[config.mk]
export PLATFORM = sky130hd
export DESIGN_NAME = io_top
export DESIGN_NICKNAME = d
export VERILOG_FILES = /design/src/io_map_pkg.sv /design/src/ps2_pkg.sv /design/src/ps2_rx.sv /design/src/scan_fifo.sv /design/src/io_axil_regs.sv /design/src/seg_shift.sv /design/src/io_top.sv
export SDC_FILE = /design/constraint.sdc
export NUM_CORES = 1
export LEC_CHECK = 0
export ABC_AREA = 1
export CORE_AREA = 3 3 93 184
export DETAILED_ROUTE_END_ITERATION = 6
export DIE_AREA = 0 0 96 187
export DONT_BUFFER_PORTS = 1
export PLACE_DENSITY = 0.87
export RECOVER_POWER = 50
export SETUP_SLACK_MARGIN = 0.1
export SLEW_MARGIN = 20
export SYNTH_ARGS = -nofsm -noshare
export SYNTH_HDL_FRONTEND = slang
export SYNTH_SLANG_ARGS = --single-unit
[constraint.sdc]
create_clock -name clk200m -period 7.65 [get_ports clk200m]
set_input_delay 0.3825 -clock clk200m [delete_from_list [all_inputs] [get_ports clk200m]]
set_output_delay 0.3825 -clock clk200m [all_outputs]
set_load 0.02 [all_outputs]
[src/io_map_pkg.sv]
// bus map constants; offsets assume word-aligned accesses on a 5-bit byte address
`default_nettype none

package io_map_pkg;

    // axi4-lite bus shape
    localparam int addr_width = 5;
    localparam int data_width = 32;

    // register byte offsets
    localparam logic [addr_width-1:0] reg_status   = 5'h00;
    localparam logic [addr_width-1:0] reg_kbd_data = 5'h04;
    localparam logic [addr_width-1:0] reg_led      = 5'h08;
    localparam logic [addr_width-1:0] reg_seg      = 5'h0C;
    localparam logic [addr_width-1:0] reg_swt      = 5'h10;

    // response codes
    localparam logic [1:0] resp_okay   = 2'b00;
    localparam logic [1:0] resp_slverr = 2'b10;

    // board i/o widths
    localparam int led_width = 8;
    localparam int swt_width = 8;
    localparam int seg_width = 32;

    // system cycles per half period of the segment clock
    localparam int seg_div = 8;

endpackage

`default_nettype wire

[src/ps2_pkg.sv]
// keyboard path constants; fifo_count_width must hold fifo_depth itself
`default_nettype none

package ps2_pkg;

    // one scan code per frame
    localparam int scan_width = 8;

    // start, 8 data, parity, stop
    localparam int frame_bits = 11;

    // scan-code buffer
    localparam int fifo_depth       = 8;
    localparam int fifo_count_width = 4;

    // flops per input synchronizer
    localparam int sync_stages = 2;

endpackage

`default_nettype wire

[src/ps2_rx.sv]
// device-to-host frames only; no frame timeout, so a glitch mid-frame slips alignment
`timescale 1ns/1ps
`default_nettype none

module ps2_rx (
    input  wire                              clk200m,
    input  wire                              reset,
    input  wire                              ps2_clk,
    input  wire                              ps2_data,
    output logic                             scan_valid,
    output logic [ps2_pkg::scan_width-1:0]   scan_code
);

    localparam int cnt_w = $clog2(ps2_pkg::frame_bits);

    logic [ps2_pkg::sync_stages-1:0] clk_sync;
    logic [ps2_pkg::sync_stages-1:0] data_sync;
    logic                            clk_s;
    logic                            data_s;
    logic                            clk_prev;
    logic                            fall;
    logic [cnt_w-1:0]                bit_cnt;
    logic                            last_bit;
    logic [ps2_pkg::frame_bits-1:0]  shift_reg;
    logic [ps2_pkg::frame_bits-1:0]  frame;
    logic                            frame_ok;

    assign clk_s  = clk_sync[ps2_pkg::sync_stages-1];
    assign data_s = data_sync[ps2_pkg::sync_stages-1];
    assign fall   = clk_prev & ~clk_s;
    assign last_bit = (bit_cnt == cnt_w'(ps2_pkg::frame_bits - 1));

    // frame as it looks once the current bit is in, lsb first on the wire
    assign frame = {data_s, shift_reg[ps2_pkg::frame_bits-1:1]};

    // start low, stop high, odd parity over data plus parity bit
    assign frame_ok = ~frame[0] & frame[ps2_pkg::frame_bits-1]
                      & (^frame[ps2_pkg::frame_bits-2:1]);

    always_ff @(posedge clk200m) begin
        if (reset) begin
            // lines idle high
            clk_sync   <= '1;
            data_sync  <= '1;
            clk_prev   <= 1'b1;
            bit_cnt    <= '0;
            scan_valid <= 1'b0;
        end else begin
            clk_sync   <= {clk_sync[ps2_pkg::sync_stages-2:0], ps2_clk};
            data_sync  <= {data_sync[ps2_pkg::sync_stages-2:0], ps2_data};
            clk_prev   <= clk_s;
            scan_valid <= 1'b0;
            if (fall) begin
                if (last_bit) begin
                    bit_cnt    <= '0;
                    // bad frames just vanish
                    scan_valid <= frame_ok;
                end else begin
                    bit_cnt <= bit_cnt + 1'b1;
                end
            end
        end
    end

    // data path, sampled on each falling ps2 clock
    always_ff @(posedge clk200m) begin
        if (fall) begin
            shift_reg <= frame;
            if (last_bit) begin
                scan_code <= frame[ps2_pkg::scan_width:1];
            end
        end
    end

endmodule

`default_nettype wire

[src/scan_fifo.sv]
// writes into a full buffer are lost, even when a pop lands on the same cycle
`timescale 1ns/1ps
`default_nettype none

module scan_fifo (
    input  wire                                  clk200m,
    input  wire                                  reset,
    input  wire                                  wr_en,
    input  wire  [ps2_pkg::scan_width-1:0]       wr_data,
    input  wire                                  rd_en,
    output logic [ps2_pkg::scan_width-1:0]       rd_data,
    output logic [ps2_pkg::fifo_count_width-1:0] count,
    output logic                                 overflow,
    input  wire                                  ovf_clr
);

    localparam int ptr_w = $clog2(ps2_pkg::fifo_depth);

    logic [ps2_pkg::scan_width-1:0] mem [ps2_pkg::fifo_depth];
    logic [ptr_w-1:0]               wr_ptr;
    logic [ptr_w-1:0]               rd_ptr;
    logic                           full;
    logic                           do_wr;
    logic                           do_rd;

    assign full  = (count == ps2_pkg::fifo_count_width'(ps2_pkg::fifo_depth));
    assign do_wr = wr_en & ~full;
    assign do_rd = rd_en & (count != '0);

    // head shown straight from the array
    assign rd_data = mem[rd_ptr];

    always_ff @(posedge clk200m) begin
        if (do_wr) begin
            mem[wr_ptr] <= wr_data;
        end
    end

    always_ff @(posedge clk200m) begin
        if (reset) begin
            wr_ptr   <= '0;
            rd_ptr   <= '0;
            count    <= '0;
            overflow <= 1'b0;
        end else begin
            // pointers wrap on power-of-two depth
            if (do_wr) begin
                wr_ptr <= wr_ptr + 1'b1;
            end
            if (do_rd) begin
                rd_ptr <= rd_ptr + 1'b1;
            end
            if (do_wr && !do_rd) begin
                count <= count + 1'b1;
            end else if (do_rd && !do_wr) begin
                count <= count - 1'b1;
            end
            // sticky flag where a fresh drop beats the clear
            if (wr_en && full) begin
                overflow <= 1'b1;
            end else if (ovf_clr) begin
                overflow <= 1'b0;
            end
        end
    end

endmodule

`default_nettype wire

[src/io_axil_regs.sv]
// master must hold awvalid and wvalid together until ready; one transfer in flight per side
`timescale 1ns/1ps
`default_nettype none

module io_axil_regs (
    input  wire                                  clk200m,
    input  wire                                  reset,
    input  wire  [io_map_pkg::addr_width-1:0]    s_axil_awaddr,
    input  wire                                  s_axil_awvalid,
    output logic                                 s_axil_awready,
    input  wire  [io_map_pkg::data_width-1:0]    s_axil_wdata,
    input  wire  [io_map_pkg::data_width/8-1:0]  s_axil_wstrb,
    input  wire                                  s_axil_wvalid,
    output logic                                 s_axil_wready,
    output logic [1:0]                           s_axil_bresp,
    output logic                                 s_axil_bvalid,
    input  wire                                  s_axil_bready,
    input  wire  [io_map_pkg::addr_width-1:0]    s_axil_araddr,
    input  wire                                  s_axil_arvalid,
    output logic                                 s_axil_arready,
    output logic [io_map_pkg::data_width-1:0]    s_axil_rdata,
    output logic [1:0]                           s_axil_rresp,
    output logic                                 s_axil_rvalid,
    input  wire                                  s_axil_rready,
    output logic                                 fifo_rd_en,
    input  wire  [ps2_pkg::scan_width-1:0]       fifo_rd_data,
    input  wire  [ps2_pkg::fifo_count_width-1:0] fifo_count,
    input  wire                                  fifo_overflow,
    output logic                                 fifo_ovf_clr,
    input  wire  [io_map_pkg::swt_width-1:0]     swt,
    output logic [io_map_pkg::led_width-1:0]     leds,
    output logic                                 seg_load,
    output logic [io_map_pkg::seg_width-1:0]     seg_value
);

    logic [io_map_pkg::swt_width-1:0]  swt_sync [ps2_pkg::sync_stages];
    logic                              wr_fire;
    logic                              rd_fire;
    logic                              not_empty;
    logic [io_map_pkg::data_width-1:0] rd_word;

    function automatic logic is_mapped(input logic [io_map_pkg::addr_width-1:0] addr);
        return addr inside {io_map_pkg::reg_status, io_map_pkg::reg_kbd_data,
                            io_map_pkg::reg_led, io_map_pkg::reg_seg, io_map_pkg::reg_swt};
    endfunction

    // ready is up for exactly the handshake cycle
    assign wr_fire   = s_axil_awready & s_axil_awvalid & s_axil_wvalid;
    assign rd_fire   = s_axil_arready & s_axil_arvalid;
    assign not_empty = (fifo_count != '0);

    // pop and clear fire on the handshake itself
    assign fifo_rd_en = rd_fire & (s_axil_araddr == io_map_pkg::reg_kbd_data) & not_empty;
    assign fifo_ovf_clr = wr_fire & (s_axil_awaddr == io_map_pkg::reg_status)
                          & s_axil_wstrb[0] & s_axil_wdata[1];

    // read mux
    always_comb begin
        rd_word = '0;
        case (s_axil_araddr)
            io_map_pkg::reg_status: begin
                rd_word[0] = not_empty;
                rd_word[1] = fifo_overflow;
                rd_word[4 +: ps2_pkg::fifo_count_width] = fifo_count;
            end
            io_map_pkg::reg_kbd_data: begin
                // empty read stays all zero
                if (not_empty) begin
                    rd_word[ps2_pkg::scan_width-1:0] = fifo_rd_data;
                    rd_word[8] = 1'b1;
                end
            end
            io_map_pkg::reg_led: rd_word[io_map_pkg::led_width-1:0] = leds;
            io_map_pkg::reg_seg: rd_word = seg_value;
            io_map_pkg::reg_swt: begin
                rd_word[io_map_pkg::swt_width-1:0] = swt_sync[ps2_pkg::sync_stages-1];
            end
            default: rd_word = '0;
        endcase
    end

    // switch synchronizer
    always_ff @(posedge clk200m) begin
        swt_sync[0] <= swt;
        for (int i = 1; i < ps2_pkg::sync_stages; i++) begin
            swt_sync[i] <= swt_sync[i-1];
        end
    end

    always_ff @(posedge clk200m) begin
        if (reset) begin
            s_axil_awready <= 1'b0;
            s_axil_wready  <= 1'b0;
            s_axil_bvalid  <= 1'b0;
            s_axil_arready <= 1'b0;
            s_axil_rvalid  <= 1'b0;
            leds           <= '0;
            seg_value      <= '0;
            seg_load       <= 1'b0;
        end else begin
            // accept only with no response pending
            s_axil_awready <= s_axil_awvalid & s_axil_wvalid & ~s_axil_bvalid & ~s_axil_awready;
            s_axil_wready  <= s_axil_awvalid & s_axil_wvalid & ~s_axil_bvalid & ~s_axil_awready;
            s_axil_arready <= s_axil_arvalid & ~s_axil_rvalid & ~s_axil_arready;
            seg_load <= 1'b0;

            if (wr_fire) begin
                s_axil_bvalid <= 1'b1;
                if (s_axil_awaddr == io_map_pkg::reg_led && s_axil_wstrb[0]) begin
                    leds <= s_axil_wdata[io_map_pkg::led_width-1:0];
                end
                if (s_axil_awaddr == io_map_pkg::reg_seg) begin
                    for (int b = 0; b < io_map_pkg::seg_width / 8; b++) begin
                        if (s_axil_wstrb[b]) begin
                            seg_value[b*8 +: 8] <= s_axil_wdata[b*8 +: 8];
                        end
                    end
                    // shifter picks up the new value next cycle
                    seg_load <= 1'b1;
                end
            end else if (s_axil_bready) begin
                s_axil_bvalid <= 1'b0;
            end

            if (rd_fire) begin
                s_axil_rvalid <= 1'b1;
            end else if (s_axil_rready) begin
                s_axil_rvalid <= 1'b0;
            end
        end
    end

    // response payload
    always_ff @(posedge clk200m) begin
        if (wr_fire) begin
            s_axil_bresp <= is_mapped(s_axil_awaddr) ? io_map_pkg::resp_okay
                                                     : io_map_pkg::resp_slverr;
        end
        if (rd_fire) begin
            s_axil_rdata <= rd_word;
            s_axil_rresp <= is_mapped(s_axil_araddr) ? io_map_pkg::resp_okay
                                                     : io_map_pkg::resp_slverr;
        end
    end

endmodule

`default_nettype wire

[src/seg_shift.sv]
// a load during a shift restarts from the new value; no character decoding is done here
`timescale 1ns/1ps
`default_nettype none

module seg_shift (
    input  wire                              clk200m,
    input  wire                              reset,
    input  wire                              seg_load,
    input  wire  [io_map_pkg::seg_width-1:0] seg_value,
    output logic                             seg_clk,
    output logic                             seg_clrn,
    output logic                             seg_data,
    output logic                             seg_en
);

    localparam int div_w = $clog2(io_map_pkg::seg_div);
    localparam int bit_w = $clog2(io_map_pkg::seg_width);

    logic [div_w-1:0]                div_cnt;
    logic [bit_w-1:0]                bit_cnt;
    logic [io_map_pkg::seg_width-1:0] shift_reg;
    logic                            busy;
    logic                            half_done;

    assign half_done = (div_cnt == div_w'(io_map_pkg::seg_div - 1));

    // msb always on the pin
    assign seg_data = shift_reg[io_map_pkg::seg_width-1];

    always_ff @(posedge clk200m) begin
        if (reset) begin
            seg_clrn <= 1'b0;
            seg_clk  <= 1'b0;
            seg_en   <= 1'b1;
            busy     <= 1'b0;
            div_cnt  <= '0;
            bit_cnt  <= '0;
        end else begin
            seg_clrn <= 1'b1;
            if (seg_load) begin
                // first bit set up while clock is low
                busy    <= 1'b1;
                seg_en  <= 1'b0;
                seg_clk <= 1'b0;
                div_cnt <= '0;
                bit_cnt <= '0;
            end else if (busy) begin
                div_cnt <= half_done ? '0 : div_cnt + 1'b1;
                if (half_done) begin
                    seg_clk <= ~seg_clk;
                    // falling edge ends a bit
                    if (seg_clk) begin
                        if (bit_cnt == bit_w'(io_map_pkg::seg_width - 1)) begin
                            busy   <= 1'b0;
                            seg_en <= 1'b1;
                        end else begin
                            bit_cnt <= bit_cnt + 1'b1;
                        end
                    end
                end
            end
        end
    end

    // data only moves with the clock low
    always_ff @(posedge clk200m) begin
        if (seg_load) begin
            shift_reg <= seg_value;
        end else if (busy && half_done && seg_clk) begin
            shift_reg <= shift_reg << 1;
        end
    end

endmodule

`default_nettype wire

[src/io_top.sv]
// single clock domain; the cpu sits outside as the axi4-lite master
`timescale 1ns/1ps
`default_nettype none

module io_top (
    input  wire                                 clk200m,
    input  wire                                 reset,
    input  wire                                 ps2_clk,
    input  wire                                 ps2_data,
    input  wire  [io_map_pkg::swt_width-1:0]    swt,
    output logic [io_map_pkg::led_width-1:0]    leds,
    output logic                                seg_clk,
    output logic                                seg_clrn,
    output logic                                seg_data,
    output logic                                seg_en,
    input  wire  [io_map_pkg::addr_width-1:0]   s_axil_awaddr,
    input  wire                                 s_axil_awvalid,
    output logic                                s_axil_awready,
    input  wire  [io_map_pkg::data_width-1:0]   s_axil_wdata,
    input  wire  [io_map_pkg::data_width/8-1:0] s_axil_wstrb,
    input  wire                                 s_axil_wvalid,
    output logic                                s_axil_wready,
    output logic [1:0]                          s_axil_bresp,
    output logic                                s_axil_bvalid,
    input  wire                                 s_axil_bready,
    input  wire  [io_map_pkg::addr_width-1:0]   s_axil_araddr,
    input  wire                                 s_axil_arvalid,
    output logic                                s_axil_arready,
    output logic [io_map_pkg::data_width-1:0]   s_axil_rdata,
    output logic [1:0]                          s_axil_rresp,
    output logic                                s_axil_rvalid,
    input  wire                                 s_axil_rready
);

    // keyboard path
    logic                                 scan_valid;
    logic [ps2_pkg::scan_width-1:0]       scan_code;
    logic                                 fifo_rd_en;
    logic [ps2_pkg::scan_width-1:0]       fifo_rd_data;
    logic [ps2_pkg::fifo_count_width-1:0] fifo_count;
    logic                                 fifo_overflow;
    logic                                 fifo_ovf_clr;
    // display path
    logic                                 seg_load;
    logic [io_map_pkg::seg_width-1:0]     seg_value;

    ps2_rx u_ps2_rx (
        .clk200m    (clk200m),
        .reset      (reset),
        .ps2_clk    (ps2_clk),
        .ps2_data   (ps2_data),
        .scan_valid (scan_valid),
        .scan_code  (scan_code)
    );

    scan_fifo u_scan_fifo (
        .clk200m  (clk200m),
        .reset    (reset),
        .wr_en    (scan_valid),
        .wr_data  (scan_code),
        .rd_en    (fifo_rd_en),
        .rd_data  (fifo_rd_data),
        .count    (fifo_count),
        .overflow (fifo_overflow),
        .ovf_clr  (fifo_ovf_clr)
    );

    io_axil_regs u_io_axil_regs (
        .clk200m        (clk200m),
        .reset          (reset),
        .s_axil_awaddr  (s_axil_awaddr),
        .s_axil_awvalid (s_axil_awvalid),
        .s_axil_awready (s_axil_awready),
        .s_axil_wdata   (s_axil_wdata),
        .s_axil_wstrb   (s_axil_wstrb),
        .s_axil_wvalid  (s_axil_wvalid),
        .s_axil_wready  (s_axil_wready),
        .s_axil_bresp   (s_axil_bresp),
        .s_axil_bvalid  (s_axil_bvalid),
        .s_axil_bready  (s_axil_bready),
        .s_axil_araddr  (s_axil_araddr),
        .s_axil_arvalid (s_axil_arvalid),
        .s_axil_arready (s_axil_arready),
        .s_axil_rdata   (s_axil_rdata),
        .s_axil_rresp   (s_axil_rresp),
        .s_axil_rvalid  (s_axil_rvalid),
        .s_axil_rready  (s_axil_rready),
        .fifo_rd_en     (fifo_rd_en),
        .fifo_rd_data   (fifo_rd_data),
        .fifo_count     (fifo_count),
        .fifo_overflow  (fifo_overflow),
        .fifo_ovf_clr   (fifo_ovf_clr),
        .swt            (swt),
        .leds           (leds),
        .seg_load       (seg_load),
        .seg_value      (seg_value)
    );

    seg_shift u_seg_shift (
        .clk200m   (clk200m),
        .reset     (reset),
        .seg_load  (seg_load),
        .seg_value (seg_value),
        .seg_clk   (seg_clk),
        .seg_clrn  (seg_clrn),
        .seg_data  (seg_data),
        .seg_en    (seg_en)
    );

endmodule

`default_nettype wire

* Word-level counts from Yosys, hierarchy flattened
Memory sizes are Yosys's and may differ from the RTL's. A register that Yosys moved wholly into a read port is not among the register bits.
Cells that the tools add are included.
** Word-level totals
- Register bits :: 165
- Input bits :: 63
- Memories kept :: 2
- Output and inout bits :: 53
- Bits in writable memories :: 80
- Logic and storage cells :: 153
** Cells by class
- Bitwise operators :: 30
- Multiplexer cells :: 35
- Reduce and logical (&&, ||, !) cells :: 35
- Add/sub/neg operators :: 7
- Eq/ne operators :: 12
** Memory list
- u_scan_fifo.mem :: words 8, width 8, read ports 1, clocked after memory_dff 1, wr ports 1, line scan_fifo.sv:19 : logic [ps2_pkg::scan_width-1:0] mem [ps2_pkg::fifo_depth];
- u_io_axil_regs.swt_sync :: words 2, width 8, read ports 2, clocked after memory_dff 0, wr ports 2, line io_axil_regs.sv:36 : logic [io_map_pkg::swt_width-1:0] swt_sync [ps2_pkg::sync_stages];
** Operator list (number)
- two-way mux 32 bit :: 2
- equality test 5 x 4 -> 1 bit (second input constant) :: 4
- two-way mux 1 bit :: 20
- case mux 4 bit (5 select lines) :: 1
- AND 1 bit :: 18
- nonzero test 2 bit :: 9
- equality test 5 bit (second input constant) :: 3
- two-way mux 4 bit :: 3
- inverter 1 bit :: 12
- AND reduction 3 bit :: 4
- equality test 5 x 3 -> 1 bit (second input constant) :: 2
- logical NOT 5 bit :: 2
- case mux 2 bit (5 select lines) :: 1
- nonzero test 5 bit :: 2
- adder 3 x 1 -> 3 bit (second input constant) :: 3
- two-way mux 3 bit :: 3
- two-way mux 9 bit :: 1
- XOR reduction 9 bit :: 1
- adder 4 x 1 -> 4 bit (second input constant) :: 2
- equality test 4 bit (second input constant) :: 2
- case mux 2 bit (4 select lines) :: 1
- AND reduction 4 bit :: 2
- logical AND 1 bit :: 6
- AND reduction 2 bit :: 3
- 9 further kinds :: 12

* Logic depth before layout (Yosys ltp)
- Depth after elaboration :: 7
- Mapped depth :: 12

* Hierarchy
From an unflattened synthesis, not the netlist that was laid out.
** Unflattened totals
- Cells, all modules :: 1070
- Area total of the unflattened synthesis :: 10094.7 um^2
** Modules (own cells, without submodules)
- io_axil_regs :: area each 3922.5 um^2, cells an instance 487, seq. area each 2242.2 um^2, times used 1
- scan_fifo :: area each 3240.6 um^2, cells an instance 292, seq. area each 2202.1 um^2, times used 1
- seg_shift :: area each 1903.1 um^2, cells an instance 204, seq. area each 1201.2 um^2, times used 1
- ps2_rx :: area each 1028.5 um^2, cells an instance 87, seq. area each 740.7 um^2, times used 1

* Least setup slack after synthesis
No wires, ideal clock.
- Kind :: reg-to-reg
- Start :: register u_io_axil_regs.s_axil_arready
- End :: register u_scan_fifo.count[3] in the netlist's numbering
- Data required time :: 7518 ps
- Setup slack :: 4850 ps
- Buffers on the path :: 0
- Arrival time :: 2667 ps
- Period minus slack after synthesis :: 2800 ps
- Cell stages (with the launch flop) :: 12
- Cell sequence :: dfxtp_1 -> nand2_1 -> inv_1 -> nand3_1 -> ha_1 -> inv_1 -> ha_1 -> a21oi_1 -> nand2_1 -> xor2_1 -> nand2_1 -> a21oi_1
** Between the ends
- Word-level cells in the longest chain between the ends :: 7
- Elaborated cells between the ends (all ways) :: 9
- Classes of those cells :: 1 x mux; 4 x bitwise; 4 x reduce/logical
** Ends and longest elaborated chain
- start, declared :: line io_axil_regs.sv:20 : output logic s_axil_arready,
- start signal, assigned :: line io_axil_regs.sv:104 : s_axil_arready <= s_axil_arvalid & ~s_axil_rvalid & ~s_axil_arready;
- AND 1 bit (*) :: line io_axil_regs.sv:49 : assign rd_fire = s_axil_arready & s_axil_arvalid;
- net u_io_axil_regs.rd_fire :: line io_axil_regs.sv:38 : logic rd_fire;
- AND 1 bit (*) (2 in series) :: line io_axil_regs.sv:53 : assign fifo_rd_en = rd_fire & (s_axil_araddr == io_map_pkg::reg_kbd_data) & not_empty;
- AND 1 bit (*) :: line scan_fifo.sv:28 : assign do_rd = rd_en & (count != '0);
- logical NOT 1 bit :: line scan_fifo.sv:53 : if (do_wr && !do_rd) begin
- logical AND 1 bit :: line scan_fifo.sv:53
- two-way mux 4 bit or nonzero test 2 bit (tied branches)
- end signal, assigned :: line scan_fifo.sv:54 : count <= count + 1'b1;
- end signal, assigned :: line scan_fifo.sv:56 : count <= count - 1'b1;
- end, declared :: line scan_fifo.sv:12 : output logic [ps2_pkg::fifo_count_width-1:0] count,
Mark *: on every way through the listed nets, which the timed path passes. The rest lies on a longest branch.
A chain may end at the register's enable or synchronous reset.

* Worst setup path after layout
Same ends and word-level chain as after synthesis.

==> flow_summary_export.csv <==
group,metric,value,unit
drt,ant_nets,0,
drt,num_vias,6326,
sta,final_hold_viol_count,0,
worst_hold_path,hp-start,"s_axil_arvalid",
cts,cts_buffers,20,
drt,drt-vias-per-instance,5.66,
outcome,status,"finished, violations left",
yosys,post_synth_num_cell_types,39,
floorplan,die_area,18000,sq um
worst_setup_path,crit_arrival,4.77,ns
sta,final-max-slew-violation-count,72,
grt,grt_pass1_wl,31.4,mm
cts,cts_max_level,1,
sta,max_slew_margin,-0.469,
yosys,synth.top_cell.area_share,0.470,
layout,fin_nets,975,
place,dp_slack,4.97,ns
worst_setup_path,path_max_fanout,35,
yosys,synth_top_family_by_area,"simple AND/OR/NAND/NOR gates",
pwr,share_comb_of_total_power,0.016,
cts,cts.sinks,245,
pwr,power.internal,1.97,mW
sta,rsz0062_at_grt,"false",
layout,mostFrequentLayoutCell,"edfxtp_1",
place,gp_congestion,0.881,
worst_setup_path,cpMostUsedCell,"nand2_1",
worst_setup_path,max_stage_delay,1.56,ns
worst_setup_path,critPathKind,"flop to flop",
place,dp_cells,1068,
worst_setup_path,critPathLaunch,"u_io_axil_regs.s_axil_arready$_SDFF_PP0_",
pwr,seqPwrFrac,0.575,
pwr,finalPower,2.45,mW
drt,dr.pass1.iters,5,
yosys,netlist_area,9460,sq um
layout,fillers,1102,
sta,setup_tns,0,ns
sta,tightest_slew,2.20,ns
grt,grt_max_degree,65,
grt,grt_antenna_before_repair,0,
floorplan,die_x,96,um
yosys,synth_fa_ha_area_frac,0.0140,
yosys,synth_seq_area_share,0.675,
cts,cts_tree,"built",
yosys,synth-compound-area-share,0.103,
worst_setup_path,required,8.05,ns
sta,timing.fmax,229,MHz
yosys,syn_inst,895,
yosys,synth_area_per_cell,10.6,sq um
pwr,ir_drop,0.308,mV
yosys,synth-edff-count,148,
place,place_hpwl,13.8,mm
pwr,swShare,0.197,
yosys,ys_warn_count,0,
floorplan,io_pins,116,
worst_setup_path,crit_path_start_kind,"flop",
cts,post_cts_resized,0,
grt,gr-total-overflow,0,
run,maxCapViolations,2,
sta,post-route-period-util,0.571,
sta,finalClockSkew,0.0182,ns
pwr,p_switching,0.484,mW
floorplan,die_y,187,um
sta,post-route-min-period,4.37,ns
place,numPortBuffers,0,
sta,setup_ws,3.28,ns
yosys,synthMuxAreaShare,0,
worst_hold_path,hold_path.class,"primary input to flop",
worst_setup_path,crit_chain,"nand2_1, inv_1, clkbuf_1, nand3_1, ha_1, inv_1, ha_1, a21oi_1, nand2_1, xor2_1, nand2_1, a21oi_1",
drt,drt_iter0_markers,449,
worst_setup_path,timing.rr.start,"u_io_axil_regs.s_axil_arready$_SDFF_PP0_",
floorplan,core_area,15900,sq um
layout,postLayoutCoreUtil,0.652,
yosys,synth_xor_area_frac,0.00741,
layout,design_area,10300,sq um
yosys,synth_simple_gate_area_frac,0.148,
cts,path_clk_slew,0.07,ns
yosys,synthArstFlopShare,0,
drt,drc_errors,0,
yosys,ys.flop_type,"edfxtp_1",
layout,largest_reg_flops,64,
yosys,ys_seq_elements,245,
layout,finalNonFillerCells,1117,
drt,wl_per_cell,18.3,um
layout,mostFrequentLayoutCells,"edfxtp_1 (148), nand2_1 (143), nor2_1 (121), dfxtp_1 (97), o21ai_0 (94)",
yosys,synth_area_leaders,"edfxtp_1 (47%), dfxtp_1 (21%), nand2_1 (5.7%)",
layout,regMostFlops,"u_scan_fifo.mem",
cts,cts.path.max_buffers,3,
pwr,power.density,237,nW/um^2
floorplan,initial_core_util,0.597,
pwr,clock_power_share,0.409,
cts,clock_latency,0.50,ns
layout,layout-drive-gt1-share,0.0600,
place,place_area,9580,sq um
drt,drt_wl_total,20.4,mm
grt,grt_use_total,0.225,
layout,syn2layout_area_growth,9.23,%
worst_setup_path,cp_slowest_cell,"clkbuf_1",
grt,grt_pass1_vias,6458,
outcome,violations,"max-capacitance violations, max-slew violations",
cts,cts_root_buf,"clkbuf_16",
pwr,p_leak,3.74,nW
layout,n_antenna_cell,0,
sta,whs,0.0178,ns
sta,setup_viol,0,
floorplan,rows,65,
yosys,yosysTopAreaCell,"edfxtp_1",
worst_setup_path,endpoint_kind,"flop",
[synthesized netlist by cell type, types with 2 or more instances]
cell type	number
nand3_1	36
buf_6	4
nor2_2	3
o21ai_1	5
or2_2	4
o21ai_0	94
nor2_1	120
nor3_2	2
a21oi_2	3
nand2_1	143
nand3_2	4
xor2_1	4
o21ai_2	4
nor3_1	8
ha_1	9
a211oi_1	2
nor4_1	2
dfxtp_1	97
o211ai_1	14
inv_1	83
buf_1	2
nand4_1	4
edfxtp_1	148
xnor2_1	4
buf_2	4
buf_4	3
clkbuf_1	20
a21oi_1	57
and3_1	2
[metal layers]
metal	track usage	part of all wire
met3	0.0382	0.060
met4	0.128	0.050
met1	0.217	0.33
met5	0	0
met2	0.424	0.56
[worst paths after layout]
kind	slack (ns)	cells past startpoint	to
worst min register to register	0.33	0	u_io_axil_regs.swt_sync[0][9]$_DFF_P_
worst min-delay path	0.02	2	u_io_axil_regs.s_axil_arready$_SDFF_PP0_
worst max register to register	3.28	12	u_scan_fifo.count[3]$_SDFFE_PP0P_
worst max-delay path	3.28	12	u_scan_fifo.count[3]$_SDFFE_PP0P_
[cell type report]
| type | count | area [sq um] | area share |
|---|---|---|---|
| Inverter | 84 | 315 | 0.0305 |
| Clock buffer | 26 | 564 | 0.0546 |
| Tap cell | 201 | 251 | 0.0243 |
| Sequential cell | 245 | 6390 | 0.618 |
| Timing Repair Buffer | 18 | 150 | 0.0145 |
| Multi-Input combinational cell | 533 | 2580 | 0.250 |
| Clock inverter | 10 | 81.3 | 0.00787 |
[critical path: cells and delay by family (launching register included)]
kind | cells | cell delay, ns
compound gates | 2 | 0.28
xor+xnor | 1 | 0.19
simple gates | 4 | 0.85
buf+inv | 3 | 1.75
flops | 1 | 0.47
fa+ha+maj | 2 | 0.73
[power by group through the flow]
stage / clock network [mW] / registers, mW / logic, mW
finish: 1.00 / 1.41 / 0.0386
global route: 1.06 / 1.41 / 0.0427
CTS: 1.01 / 1.41 / 0.0385
detailed placement: 0 / 1.44 / 0.0307
global placement: 0 / 1.44 / 0.0293
floorplan: 0 / 1.44 / 0.0262
[timing repair]
action | in CTS | in global routing
endpoints found under the hold margin | 34 | 0
setup buffers | 0 | 0
hold buffers | 13 | 0
[logic make-up (layout without fill, tap and decap cells)]
logic type | count (synthesis) | after routing
other cells | 1 | 2
simple gates | 332 | 332
fa+ha+maj | 10 | 10
xor+xnor | 8 | 8
buf+inv | 118 | 138
compound gates | 181 | 181
flops | 245 | 245
No activity file was read; power rests on OpenSTA's default activity.
